$ cat config.mk
export PLATFORM = sky130hd
export DESIGN_NAME = shader_top
export DESIGN_NICKNAME = d
export VERILOG_FILES = /design/src/ray_types_pkg.sv /design/src/shade_types_pkg.sv /design/src/valid_stall_fifo.sv /design/src/result_arbiter.sv /design/src/ray_id_allocator.sv /design/src/simple_shader_unit.sv /design/src/ray_store.sv /design/src/shader_top.sv
export VERILOG_INCLUDE_DIRS = /design/src
export SDC_FILE = /design/constraint.sdc
export NUM_CORES = 2
export LEC_CHECK = 0
export BUFFER_PORTS_ARGS = -buffer_cell sky130_fd_sc_hd__buf_2
export CAP_MARGIN = 20
export CORE_MARGIN = 1.5
export CORE_UTILIZATION = 60
export CTS_BUF_LIST = sky130_fd_sc_hd__clkbuf_2
export DETAILED_ROUTE_END_ITERATION = 12
export PLACE_DENSITY = 0.82
export RECOVER_POWER = 100
export SYNTH_ARGS = -nofsm -noshare
export SYNTH_HDL_FRONTEND = slang
export SYNTH_SLANG_ARGS = --single-unit
$ cat constraint.sdc
create_clock -name clk -period 8.3 [get_ports clk]
set_input_delay 1.245 -clock clk [delete_from_list [all_inputs] [get_ports clk]]
set_output_delay 1.245 -clock clk [all_outputs]
set_load 0.03 [all_outputs]
$ cat src/shader_defines.svh
`ifndef SHADER_DEFINES_SVH
`define SHADER_DEFINES_SVH

// ray pool and queue sizing
`define NUM_RAYS          16
`define RESULT_FIFO_DEPTH 4

// 24-bit rgb colors
`define MISS_COLOR        24'h101828
`define TRI_0_COLOR       24'hff0000
`define TRI_1_COLOR       24'h00ff00
`define TRI_2_COLOR       24'h0000ff
`define TRI_3_COLOR       24'hffff00
// any hit outside triangles 0 to 3
`define OTHER_HIT_COLOR   24'hffffff

`endif

$ cat src/ray_types_pkg.sv
`default_nettype none

`include "shader_defines.svh"

package ray_types_pkg;

  // slot in the ray pool
  typedef logic [$clog2(`NUM_RAYS)-1:0] ray_id_t;
  typedef logic [15:0] pixel_id_t;
  typedef logic [15:0] tri_id_t;
  typedef logic [15:0] coord_t;

  typedef struct packed {
    coord_t x;
    coord_t y;
    coord_t z;
  } vec3_t;

  // origin and direction, 96 bits
  typedef struct packed {
    vec3_t origin;
    vec3_t dir;
  } ray_vec_t;

  typedef struct packed {
    pixel_id_t pixel_id;
    ray_vec_t  ray_vec;
  } prg_ray_t;

  typedef struct packed {
    ray_id_t  ray_id;
    logic     is_shadow;
    ray_vec_t ray_vec;
  } shader_to_sint_t;

endpackage

`default_nettype wire

$ cat src/shade_types_pkg.sv
`default_nettype none

package shade_types_pkg;

  typedef struct packed {
    logic [7:0] red;
    logic [7:0] green;
    logic [7:0] blue;
  } color_t;

  typedef struct packed {
    ray_types_pkg::pixel_id_t pixel_id;
    color_t                   color;
  } pixel_buffer_entry_t;

  // one record per source report, arbiter payload
  typedef struct packed {
    ray_types_pkg::ray_id_t ray_id;
    ray_types_pkg::tri_id_t tri_id;
    logic                   is_hit;
  } result_t;

endpackage

`default_nettype wire

$ cat src/valid_stall_fifo.sv
`timescale 1ns/1ps
`default_nettype none

module valid_stall_fifo #(
  parameter type T = logic [7:0],
  parameter int DEPTH = 4
) (
  input  logic                           clk,
  input  logic                           rst,
  input  logic                           we,
  input  T                               data_in,
  input  logic                           re,
  output T                               data_out,
  output logic                           empty,
  output logic                           full,
  output logic [$clog2(DEPTH+1)-1:0]     count
);

  localparam int AW = (DEPTH > 1) ? $clog2(DEPTH) : 1;
  localparam int CW = $clog2(DEPTH+1);

  T mem [DEPTH];

  logic [AW-1:0] wr_ptr;
  logic [AW-1:0] rd_ptr;

  // show-ahead, head entry always visible
  assign data_out = mem[rd_ptr];
  assign empty    = (count == '0);
  assign full     = (count == CW'(DEPTH));

  always_ff @(posedge clk) begin
    if (we) begin
      mem[wr_ptr] <= data_in;
    end
  end

  always_ff @(posedge clk) begin
    if (rst) begin
      wr_ptr <= '0;
      rd_ptr <= '0;
      count  <= '0;
    end else begin
      if (we) begin
        wr_ptr <= (wr_ptr == AW'(DEPTH-1)) ? '0 : wr_ptr + 1'b1;
      end
      if (re) begin
        rd_ptr <= (rd_ptr == AW'(DEPTH-1)) ? '0 : rd_ptr + 1'b1;
      end
      case ({we, re})
        2'b10:   count <= count + 1'b1;
        2'b01:   count <= count - 1'b1;
        default: count <= count;
      endcase
    end
  end

  a_no_overflow: assert property (@(posedge clk) disable iff (rst) full |-> !we)
    else $error("fifo write while full");
  a_no_underflow: assert property (@(posedge clk) disable iff (rst) empty |-> !re)
    else $error("fifo read while empty");

endmodule

`default_nettype wire

$ cat src/result_arbiter.sv
`timescale 1ns/1ps
`default_nettype none

module result_arbiter (
  input  logic                           clk,
  input  logic                           rst,
  input  logic [3:0]                     valid_us,
  input  shade_types_pkg::result_t [3:0] data_us,
  output logic [3:0]                     stall_us,
  output logic                           valid_ds,
  output shade_types_pkg::result_t       data_ds,
  input  logic                           stall_ds
);

  logic [1:0] last_q;
  logic [1:0] gnt_idx;
  logic       gnt_any;
  logic       load;

  // output register free or draining this cycle
  assign load = ~valid_ds | ~stall_ds;

  // ------------------------------
  // round-robin pick, starting after last grant
  always_comb begin
    logic [1:0] idx;
    gnt_any = 1'b0;
    gnt_idx = last_q;
    for (int k = 1; k <= 4; k++) begin
      idx = 2'(last_q + k);
      if (!gnt_any && valid_us[idx]) begin
        gnt_any = 1'b1;
        gnt_idx = idx;
      end
    end
  end

  always_comb begin
    for (int i = 0; i < 4; i++) begin
      stall_us[i] = ~(load & gnt_any & (gnt_idx == 2'(i)));
    end
  end

  // ------------------------------
  // registered output stage
  always_ff @(posedge clk) begin
    if (rst) begin
      valid_ds <= 1'b0;
      last_q   <= 2'd3;
    end else if (load) begin
      valid_ds <= gnt_any;
      if (gnt_any) begin
        last_q <= gnt_idx;
      end
    end
  end

  always_ff @(posedge clk) begin
    if (load && gnt_any) begin
      data_ds <= data_us[gnt_idx];
    end
  end

  // a stalled source keeps its request up until granted
  a_hold_request: assert property (@(posedge clk) disable iff (rst)
    (valid_us & stall_us) != 4'b0000 |=> ($past(valid_us & stall_us) & ~valid_us) == 4'b0000)
    else $error("source dropped its request while stalled");

endmodule

`default_nettype wire

$ cat src/ray_id_allocator.sv
`timescale 1ns/1ps
`default_nettype none

`include "shader_defines.svh"

module ray_id_allocator (
  input  logic                   clk,
  input  logic                   rst,
  input  logic                   alloc,
  output ray_types_pkg::ray_id_t alloc_id,
  output logic                   avail,
  input  logic                   free_we,
  input  ray_types_pkg::ray_id_t free_id,
  output logic                   ready
);

  import ray_types_pkg::*;

  logic    is_init;
  ray_id_t init_cnt;
  ray_id_t fifo_in;
  logic    fifo_we;
  logic    fifo_empty;

  // ------------------------------
  // init walk over every ray slot
  always_ff @(posedge clk) begin
    if (rst) begin
      is_init  <= 1'b1;
      init_cnt <= '0;
    end else if (is_init) begin
      init_cnt <= init_cnt + 1'b1;
      if (init_cnt == ray_id_t'(`NUM_RAYS - 1)) begin
        is_init <= 1'b0;
      end
    end
  end

  assign ready   = ~is_init;
  assign fifo_in = is_init ? init_cnt : free_id;
  assign fifo_we = is_init | free_we;
  // no ids handed out until the list is complete
  assign avail   = ready & ~fifo_empty;

  valid_stall_fifo #(
    .T     (ray_id_t),
    .DEPTH (`NUM_RAYS)
  ) free_list (
    .clk,
    .rst,
    .we       (fifo_we),
    .data_in  (fifo_in),
    .re       (alloc),
    .data_out (alloc_id),
    .empty    (fifo_empty),
    .full     (),
    .count    ()
  );

  a_free_after_init: assert property (@(posedge clk) disable iff (rst) !ready |-> !free_we)
    else $error("ray id returned during init");

endmodule

`default_nettype wire

$ cat src/simple_shader_unit.sv
`timescale 1ns/1ps
`default_nettype none

`include "shader_defines.svh"

module simple_shader_unit (
  input  logic                                clk,
  input  logic                                rst,
  input  logic                                prg_to_shader_valid,
  input  ray_types_pkg::prg_ray_t             prg_to_shader_data,
  output logic                                prg_to_shader_stall,
  input  logic                                pcalc_to_shader_valid,
  input  ray_types_pkg::ray_id_t              pcalc_to_shader_ray_id,
  input  ray_types_pkg::tri_id_t              pcalc_to_shader_tri_id,
  output logic                                pcalc_to_shader_stall,
  input  logic                                int_to_shader_valid,
  input  ray_types_pkg::ray_id_t              int_to_shader_ray_id,
  output logic                                int_to_shader_stall,
  input  logic                                sint_to_shader_valid,
  input  ray_types_pkg::ray_id_t              sint_to_shader_ray_id,
  output logic                                sint_to_shader_stall,
  input  logic                                ss_to_shader_valid,
  input  ray_types_pkg::ray_id_t              ss_to_shader_ray_id,
  output logic                                ss_to_shader_stall,
  output logic                                pb_we,
  input  logic                                pb_full,
  output shade_types_pkg::pixel_buffer_entry_t pb_data_out,
  output logic                                shader_to_sint_valid,
  output ray_types_pkg::shader_to_sint_t      shader_to_sint_data,
  input  logic                                shader_to_sint_stall,
  output logic                                raystore_we,
  output ray_types_pkg::ray_id_t              raystore_write_addr,
  output ray_types_pkg::ray_vec_t             raystore_write_data
);

  import ray_types_pkg::*;
  import shade_types_pkg::*;

  localparam int QCW = $clog2(`RESULT_FIFO_DEPTH + 1);

  typedef struct packed {
    pixel_id_t pixel_id;
    tri_id_t   tri_id;
    logic      is_hit;
  } shade_rec_t;

  function automatic color_t calc_color(input logic is_hit, input tri_id_t tri_id);
    color_t c;
    if (!is_hit) begin
      c = `MISS_COLOR;
    end else begin
      case (tri_id)
        16'd0:   c = `TRI_0_COLOR;
        16'd1:   c = `TRI_1_COLOR;
        16'd2:   c = `TRI_2_COLOR;
        16'd3:   c = `TRI_3_COLOR;
        default: c = `OTHER_HIT_COLOR;
      endcase
    end
    return c;
  endfunction

  ray_id_t    alloc_id;
  logic       id_avail;
  logic       ids_ready;
  logic       issue;
  pixel_id_t  pix_mem [`NUM_RAYS];
  logic [3:0] arb_valid_us;
  logic [3:0] arb_stall_us;
  result_t [3:0] arb_data_us;
  logic       arb_valid_ds;
  logic       arb_stall_ds;
  result_t    arb_data_ds;
  logic       arb_accept;
  logic       pipe_stall;
  logic       s2_valid;
  shade_rec_t s2_rec;
  shade_rec_t q_out;
  logic       q_empty;
  logic       q_re;
  logic [QCW-1:0] q_count;
  logic [QCW:0]   q_level;

  // ------------------------------
  // prg side, forwarded in the same cycle
  assign prg_to_shader_stall  = shader_to_sint_stall | ~id_avail;
  assign shader_to_sint_valid = prg_to_shader_valid & id_avail;
  assign issue                = prg_to_shader_valid & ~prg_to_shader_stall;

  always_comb begin
    shader_to_sint_data.ray_id    = alloc_id;
    shader_to_sint_data.is_shadow = 1'b0;
    shader_to_sint_data.ray_vec   = prg_to_shader_data.ray_vec;
  end

  assign raystore_we         = issue;
  assign raystore_write_addr = alloc_id;
  assign raystore_write_data = prg_to_shader_data.ray_vec;

  // pixel memory, one entry per ray slot
  always_ff @(posedge clk) begin
    if (issue) begin
      pix_mem[alloc_id] <= prg_to_shader_data.pixel_id;
    end
  end

  ray_id_allocator id_alloc (
    .clk,
    .rst,
    .alloc    (issue),
    .alloc_id (alloc_id),
    .avail    (id_avail),
    .free_we  (arb_accept),
    .free_id  (arb_data_ds.ray_id),
    .ready    (ids_ready)
  );

  // ------------------------------
  // sources into result records
  // int counts as a hit, sint and ss as misses
  always_comb begin
    arb_valid_us = {ss_to_shader_valid, sint_to_shader_valid,
                    int_to_shader_valid, pcalc_to_shader_valid};
    arb_data_us[0] = '{ray_id: pcalc_to_shader_ray_id, tri_id: pcalc_to_shader_tri_id,
                       is_hit: 1'b1};
    arb_data_us[1] = '{ray_id: int_to_shader_ray_id, tri_id: '0, is_hit: 1'b1};
    arb_data_us[2] = '{ray_id: sint_to_shader_ray_id, tri_id: '0, is_hit: 1'b0};
    arb_data_us[3] = '{ray_id: ss_to_shader_ray_id, tri_id: '0, is_hit: 1'b0};
  end

  assign pcalc_to_shader_stall = arb_stall_us[0];
  assign int_to_shader_stall   = arb_stall_us[1];
  assign sint_to_shader_stall  = arb_stall_us[2];
  assign ss_to_shader_stall    = arb_stall_us[3];

  result_arbiter arb (
    .clk,
    .rst,
    .valid_us (arb_valid_us),
    .data_us  (arb_data_us),
    .stall_us (arb_stall_us),
    .valid_ds (arb_valid_ds),
    .data_ds  (arb_data_ds),
    .stall_ds (arb_stall_ds)
  );

  // ------------------------------
  // pixel read stage, then queue
  // stage 2 always drains, so hold off while it might not fit
  assign q_level      = {1'b0, q_count} + (QCW+1)'(s2_valid);
  assign pipe_stall   = q_level >= (QCW+1)'(`RESULT_FIFO_DEPTH);
  assign arb_stall_ds = arb_valid_ds & (pipe_stall | ~ids_ready);
  assign arb_accept   = arb_valid_ds & ~arb_stall_ds;

  always_ff @(posedge clk) begin
    if (rst) begin
      s2_valid <= 1'b0;
    end else begin
      s2_valid <= arb_accept;
    end
  end

  always_ff @(posedge clk) begin
    if (arb_accept) begin
      s2_rec.pixel_id <= pix_mem[arb_data_ds.ray_id];
      s2_rec.tri_id   <= arb_data_ds.tri_id;
      s2_rec.is_hit   <= arb_data_ds.is_hit;
    end
  end

  valid_stall_fifo #(
    .T     (shade_rec_t),
    .DEPTH (`RESULT_FIFO_DEPTH)
  ) ray_data_q (
    .clk,
    .rst,
    .we       (s2_valid),
    .data_in  (s2_rec),
    .re       (q_re),
    .data_out (q_out),
    .empty    (q_empty),
    .full     (),
    .count    (q_count)
  );

  // pixel buffer output
  assign q_re  = ~q_empty & ~pb_full;
  assign pb_we = q_re;

  always_comb begin
    pb_data_out.pixel_id = q_out.pixel_id;
    pb_data_out.color    = calc_color(q_out.is_hit, q_out.tri_id);
  end

endmodule

`default_nettype wire

$ cat src/ray_store.sv
`timescale 1ns/1ps
`default_nettype none

`include "shader_defines.svh"

module ray_store (
  input  logic                    clk,
  input  logic                    we,
  input  ray_types_pkg::ray_id_t  waddr,
  input  ray_types_pkg::ray_vec_t wdata,
  input  ray_types_pkg::ray_id_t  raddr,
  output ray_types_pkg::ray_vec_t rdata
);

  import ray_types_pkg::*;

  // one vector per ray slot
  ray_vec_t mem [`NUM_RAYS];

  always_ff @(posedge clk) begin
    if (we) begin
      mem[waddr] <= wdata;
    end
  end

  // registered read, data one cycle after raddr
  always_ff @(posedge clk) begin
    rdata <= mem[raddr];
  end

endmodule

`default_nettype wire

$ cat src/shader_top.sv
`timescale 1ns/1ps
`default_nettype none

module shader_top (
  input  logic                                 clk,
  input  logic                                 rst,
  input  logic                                 prg_to_shader_valid,
  input  ray_types_pkg::prg_ray_t              prg_to_shader_data,
  output logic                                 prg_to_shader_stall,
  input  logic                                 pcalc_to_shader_valid,
  input  ray_types_pkg::ray_id_t               pcalc_to_shader_ray_id,
  input  ray_types_pkg::tri_id_t               pcalc_to_shader_tri_id,
  output logic                                 pcalc_to_shader_stall,
  input  logic                                 int_to_shader_valid,
  input  ray_types_pkg::ray_id_t               int_to_shader_ray_id,
  output logic                                 int_to_shader_stall,
  input  logic                                 sint_to_shader_valid,
  input  ray_types_pkg::ray_id_t               sint_to_shader_ray_id,
  output logic                                 sint_to_shader_stall,
  input  logic                                 ss_to_shader_valid,
  input  ray_types_pkg::ray_id_t               ss_to_shader_ray_id,
  output logic                                 ss_to_shader_stall,
  output logic                                 pb_we,
  input  logic                                 pb_full,
  output shade_types_pkg::pixel_buffer_entry_t pb_data_out,
  output logic                                 shader_to_sint_valid,
  output ray_types_pkg::shader_to_sint_t       shader_to_sint_data,
  input  logic                                 shader_to_sint_stall,
  input  ray_types_pkg::ray_id_t               rs_raddr,
  output ray_types_pkg::ray_vec_t              rs_rdata
);

  import ray_types_pkg::*;

  logic     raystore_we;
  ray_id_t  raystore_write_addr;
  ray_vec_t raystore_write_data;

  simple_shader_unit shader (
    .clk,
    .rst,
    .prg_to_shader_valid,
    .prg_to_shader_data,
    .prg_to_shader_stall,
    .pcalc_to_shader_valid,
    .pcalc_to_shader_ray_id,
    .pcalc_to_shader_tri_id,
    .pcalc_to_shader_stall,
    .int_to_shader_valid,
    .int_to_shader_ray_id,
    .int_to_shader_stall,
    .sint_to_shader_valid,
    .sint_to_shader_ray_id,
    .sint_to_shader_stall,
    .ss_to_shader_valid,
    .ss_to_shader_ray_id,
    .ss_to_shader_stall,
    .pb_we,
    .pb_full,
    .pb_data_out,
    .shader_to_sint_valid,
    .shader_to_sint_data,
    .shader_to_sint_stall,
    .raystore_we,
    .raystore_write_addr,
    .raystore_write_data
  );

  // ray vectors for the intersection side
  ray_store rs (
    .clk,
    .we    (raystore_we),
    .waddr (raystore_write_addr),
    .wdata (raystore_write_data),
    .raddr (rs_raddr),
    .rdata (rs_rdata)
  );

endmodule

`default_nettype wire

Word-level counts from Yosys, hierarchy flattened
Memories as Yosys holds them, arrays and structs flattened. A register that Yosys moved wholly into a read port is not among the register bits.
Cells that the tools add are included.
{ "totals": {"out_inout_bits": 244, "ff_bits": 67, "n_memories": 4, "ramBits": 1988, "inputBits": 157, "elab_cells": 135} }
{ "memory_table": {"columns": ["name", "depth", "width", "rd", "rd_clocked_by_memory_dff", "write_ports", "line", "source"], "rows": [
  ["rs.mem", 16, 96, 1, 1, 1, "ray_store.sv:18", "ray_vec_t mem [`NUM_RAYS];"],
  ["shader.pix_mem", 16, 16, 1, 1, 1, "simple_shader_unit.sv:67", "pixel_id_t pix_mem [`NUM_RAYS];"],
  ["shader.ray_data_q.mem", 4, 33, 1, 1, 1, "valid_stall_fifo.sv:22", "T mem [DEPTH];"],
  ["shader.id_alloc.free_list.mem", 16, 4, 1, 1, 1, "valid_stall_fifo.sv:22", null]
]} }
{ "classes": {"eq_ne": 15, "muxes": 39, "bitwise_logic": 27, "addsub": 14, "order_cmp": 6, "n_reduce_logical": 14} }
{ "op_table": {"columns": ["cell", "n"], "rows": [
  ["$pmux W24 S4", 1],
  ["$bmux W21 S2", 1],
  ["$eq A16 B2 Y1 const B", 2],
  ["$mux W24", 1],
  ["$mux W21", 1],
  ["$mux W4", 5],
  ["$eq A16 B1 Y1 const B", 1],
  ["$logic_not A16 Y1", 1],
  ["$mux W1", 16],
  ["$mux W2", 8],
  ["$lt A2 B3 Y1 const B", 5],
  ["$add A4 B1 Y4 const B", 3],
  ["$eq A2 B2 Y1 const B", 6],
  ["$eq A4 B4 Y1 const B", 3],
  ["$not A1 Y1", 12],
  ["$and A1 B1 Y1", 11],
  ["$pmux W5 S2", 1],
  ["$add A2 B1 Y2 const B", 4],
  ["$bmux W1 S2", 4],
  ["$eq A2 B1 Y1 const B", 3],
  ["$pmux W3 S2", 1],
  ["$add A5 B1 Y5 const B", 1],
  ["$logic_not A5 Y1", 1],
  ["$sub A5 B1 Y5 const B", 1],
  ["other kinds (12)", 22]
]} }

Longest topological paths before layout
{ "logic_depth": {"word_depth": 16, "mapped_depth": 11, "mapped_depth_nobuf": 11} }

Cells and area by module
Synthesis repeated with hierarchy kept, for this count alone.
{ "unflattened": {"cells_unflattened": 3782, "hier_area_um2": 82638.0} }
{ "modules_own_cells": {"columns": ["module", "area_per_inst_um2", "cells_each", "seq_area_each_um2", "n_inst"], "rows": [
  ["ray_store", 59355.7, 2460, 48046.1, 1],
  ["simple_shader_unit", 12512.0, 692, 8698.3, 1],
  ["valid_stall_fifo at shader.ray_data_q", 5256.3, 221, 4144.0, 1],
  ["valid_stall_fifo at shader.id_alloc.free_list", 3484.6, 222, 2262.2, 1],
  ["result_arbiter", 1761.7, 160, 690.7, 1],
  ["ray_id_allocator", 267.8, 27, 100.1, 1]
]} }

Least setup slack after synthesis
OpenSTA, ideal clock, no wires.
{ "synth_timing": {"path_type": "register to register", "from": "register with a tool-made name", "to": "memory rs.mem[4][0] in the netlist's numbering (enable)", "path_slack_ps": 1098, "arrival_ps": 6618, "setup_time_ps": 585, "synth_period_minus_slack_ps": 7202, "n_path_buf": 1, "stages_incl_launch_ff": 7, "required_ps": 7715, "path_cell_list": "dfxtp_1 -> buf_6 -> mux4_2 -> a22oi_1 -> nand2_1 -> or2_1 -> nor2_1"} }
{ "synth_lines": {"columns": ["item", "line"], "rows": [
  ["end, declared", "ray_store.sv:18"]
]} }

Final worst setup path
{ "layout_timing": {"from": "input rs_raddr[3]", "to": "register, netlist name rs.rdata[51]"} }
{ "layout_lines": {"columns": ["item", "line", "source"], "rows": [
  ["start, declared", "shader_top.sv:29", "input ray_types_pkg::ray_id_t rs_raddr,"]
]} }
No word-level cell between the ends.

==> flow_summary.ini <==
[floorplanning]
start_util_pct = 60.41
ios = 401
core_region_area_sq_um = 133500
die-width_um = 369.6
die_h_um = 369.6
rows = 134
dieArea_sq_um = 136600

[grt]
grt_pass1_wl_mm = 257.5
grt_usage_pct = 26.29
antenna_found_initial = 4
grt_max_degree = 131
grt_pass1_vias = 40625
gr-total-overflow = 0

[drt]
antenna_left = 0
num_vias = 39025
via_per_inst = 6.139
first_pass_iters = 6
drt_first_iter_violations = 4289
drc = 0
route.detailed.wl_per_inst_um = 28.02
routed_wl_mm = 178.1

[power_and_ir_drop]
total_power_uw = 20290
leakage_uw = 0.02913
pwr-share-comb_pct = 5.8
p_switching_uw = 4859
pwr_density_cell_nw_per_um2 = 226.5
netSwitchingFraction_pct = 23.94
ir_drop_uv = 171.4
p_int_uw = 15430
p_clk_share_pct = 34.6
p_seq_share_pct = 59.5

[job]
cap_viol_max_count = 38

[sta]
drv_slew = 1985
finalCritPeriodShare_pct = 81.49
layout_min_cycle_time_ps = 6764
worstMarginPinSlew_ps = 5019
fin_skew_ps = 234.3
hold_viol = 0
rsz0062_at_grt = false
max_freq_mhz = 147.8
slew_headroom_pct = -234.6
finalSetupViolCount = 0
tns_ps = 0

[yosys]
synthMuxAreaShare_pct = 16.89
synthAdderAreaFrac_pct = 0.2980
synth-seq-area-share_pct = 79.31
synth_edf_count = 2042
synth_compound_area_share_pct = 0.3911
synthSimpleGateAreaFrac_pct = 1.046
synth_area_sq_um = 80620
synth_xor_area_share_pct = 0.1086
ys_dominant_reg_cell = edfxtp_1
syn_avg_cell_area_sq_um = 24.39
synthCells = 3306
synth_top_family_by_area = multiplexers
ys_seq_elements = 2173
synth_fp_nets = 3481
yosys_warnings = 0
synth-async-reset-ratio_pct = 0
ys_types = 54

[hold_path]
min_from = shader_to_sint_stall
hold_class = in2reg

[cts]
postCtsHoldBufs = 143
htreeDepth = 6
clk_pin_slew_ps = 100
cts_tree = done
clock_latency_ps = 1730
root_buffer = clkbuf_2
clock_sinks = 2173
cts.repair.resized = 0
postCtsSetupBuffers = 0
numCtsBuffers = 539
clockBufferDepth = 4

[critical_path]
slowest_stage = clkbuf_1
startpoint_type = input port
required_ps = 9800
cpLargestDelayFamily = buffers and inverters
cp-end-kind = register
path_max_fanout = 53
worst-setup-path-type = in2reg
crit_start = rs_raddr[3]
crit_top_cell = clkbuf_1
cp_data_arrival_time_ps = 8270
critPathBufInv = 2
critPathMaxStageDelay_ps = 3360
cp_cell_sequence = clkbuf_1, clkbuf_1, mux4_2

[cells_and_area]
area_growth_pct = 11.14
finalNonFillerCells = 6357
fin_nets = 4352
multi_input_area_sq_um = 15190
final_layout_size_suffix_gt1_share_pct = 33.83
regArea_sq_um = 63940
finish.utilization_pct = 67.14
fin_area_sq_um = 89600
n_fill_cell = 8401

[placement]
dp_hpwl_mm = 85.24
place_inst = 5261
gp_congestion = 0.7854
placed_area_sq_um = 84040
numPortBuffers = 399

[status]
violations = max-capacitance violations, max-slew violations
status = finished with violations
cells by family (layout without fill, tap and decap cells):
group,Yosys count,after routing
AOI/OAI and AO/OA,49,49
xor gates and xnor gates,10,10
adders and majority gates,18,18
buffers and inverters,278,1551
DFF,2173,2173
muxes,610,610
other,1,11
and+or+nand+nor,167,167
tightest hold or removal path: cells and delay by family:
family | cells | cell delay [ps]
compound gates | 2 | 270
buf+inv | 1 | 100
simple gates | 2 | 190
layer usage:
layer,vias up,wire [um],track usage [%]
li1,16041,-,-
met1,20199,66100,35.16
met2,2418,90100,42.43
met3,365,17510,6.791
met4,2,4399,9.481
met5,-,7,0
flip-flops by register name, indices dropped and copies added, names as in the netlist, named ones only:
register / flops
rs.mem: 1536
rs.rdata: 96
shader.arb.data_ds: 21
shader.arb.last_q: 2
shader.arb.valid_ds: 1
shader.id_alloc.free_list.count: 5
shader.id_alloc.free_list.mem: 64
shader.id_alloc.free_list.rd_ptr: 4
shader.id_alloc.free_list.wr_ptr: 4
shader.id_alloc.init_cnt: 4
shader.id_alloc.is_init: 1
shader.pix_mem: 256
shader.ray_data_q.count: 3
shader.ray_data_q.mem: 132
shader.ray_data_q.rd_ptr: 2
shader.ray_data_q.wr_ptr: 2
shader.s2_rec: 33
shader.s2_valid: 1
path summary, 6_finish.rpt:
kind | depth (start not counted) | slack, ps | to
setup / recovery | 3 | 1540 | rs.rdata[51]
hold / removal | 5 | 270 | shader.id_alloc.free_list.rd_ptr[0]
setup reg to reg | 6 | 1750 | rs.mem[4][34]
hold reg to reg | 0 | 410 | shader.s2_rec[9]
layout by cell type (no fill, tap or decap), types with 5 or more instances in the layout:
cell,n
edfxtp_1,2042
clkbuf_2,841
mux4_2,600
clkbuf_1,375
dlygate4sd3_1,143
dfxtp_1,131
clkinv_1,81
nor2_1,50
buf_2,41
nand2_1,21
and3_1,17
inv_1,16
a21oi_1,16
ha_1,16
inv_2,14
buf_4,14
nor3_1,12
nor2_4,11
diode_2,10
nor2b_1,9
bufinv_16,9
nor4_1,8
clkinv_2,8
nand3_1,7
xor2_1,7
a22oi_1,6
nand2b_1,6
mux2i_1,6
o21ai_0,5
buf_12,5
per-stage QoR:
step	hold slack, ps	worst slack [ps]
4_1_cts	9.335	2777
2_1_floorplan	400.3	1098
3_3_place_gp	402.8	3969
3_5_place_dp	405.4	3878
5_1_grt	88.85	1377
6_report	269.9	1536
synth_stat cells (3+ instances only):
library cell	instances	area [sq um]
edfxtp_1	2042	61320
mux4_2	600	13510
dfxtp_1	131	2623
buf_4	122	915.9
clkbuf_1	72	270.3
nor2_1	60	225.2
buf_2	43	215.2
buf_1	23	86.33
nand2_1	21	78.83
and3_1	17	106.4
a21oi_1	16	80.08
ha_1	16	200.2
inv_1	15	56.30
nor3_1	12	60.06
nor2b_1	9	56.30
nor4_1	8	50.05
and2_1	7	43.79
xor2_1	7	61.31
a22oi_1	6	45.04
mux2i_1	6	60.06
nand2b_1	6	37.54
nand3_1	6	30.03
o21ai_0	5	25.02
a21o_1	4	30.03
a31oi_1	4	25.02
mux2_2	4	45.04
or4_1	4	30.03
or3_1	3	18.77
xnor2_1	3	26.28
layout make-up:
| type | count | share of cell area [%] |
|---|---|---|
| inverters | 16 | 0.06703 |
| diodes | 10 | 0.02793 |
| repair buffers | 592 | 3.737 |
| clock inverters | 113 | 0.7526 |
| clock buffers | 830 | 4.636 |
| multi-input cells | 855 | 16.95 |
| well taps | 1768 | 2.469 |
| flip-flops and latches | 2173 | 71.36 |
power groups by stage:
stage	Sequential, uW	Combinational (uW)	Clock, uW
4_1_cts	12100	1200	7140
6_report	12100	1180	7030
5_1_grt	12100	1250	7690
3_5_place_dp	12300	1130	0
3_3_place_gp	12300	1110	0
2_1_floorplan	12400	665	0
No activity file was read; power rests on OpenSTA's default activity.
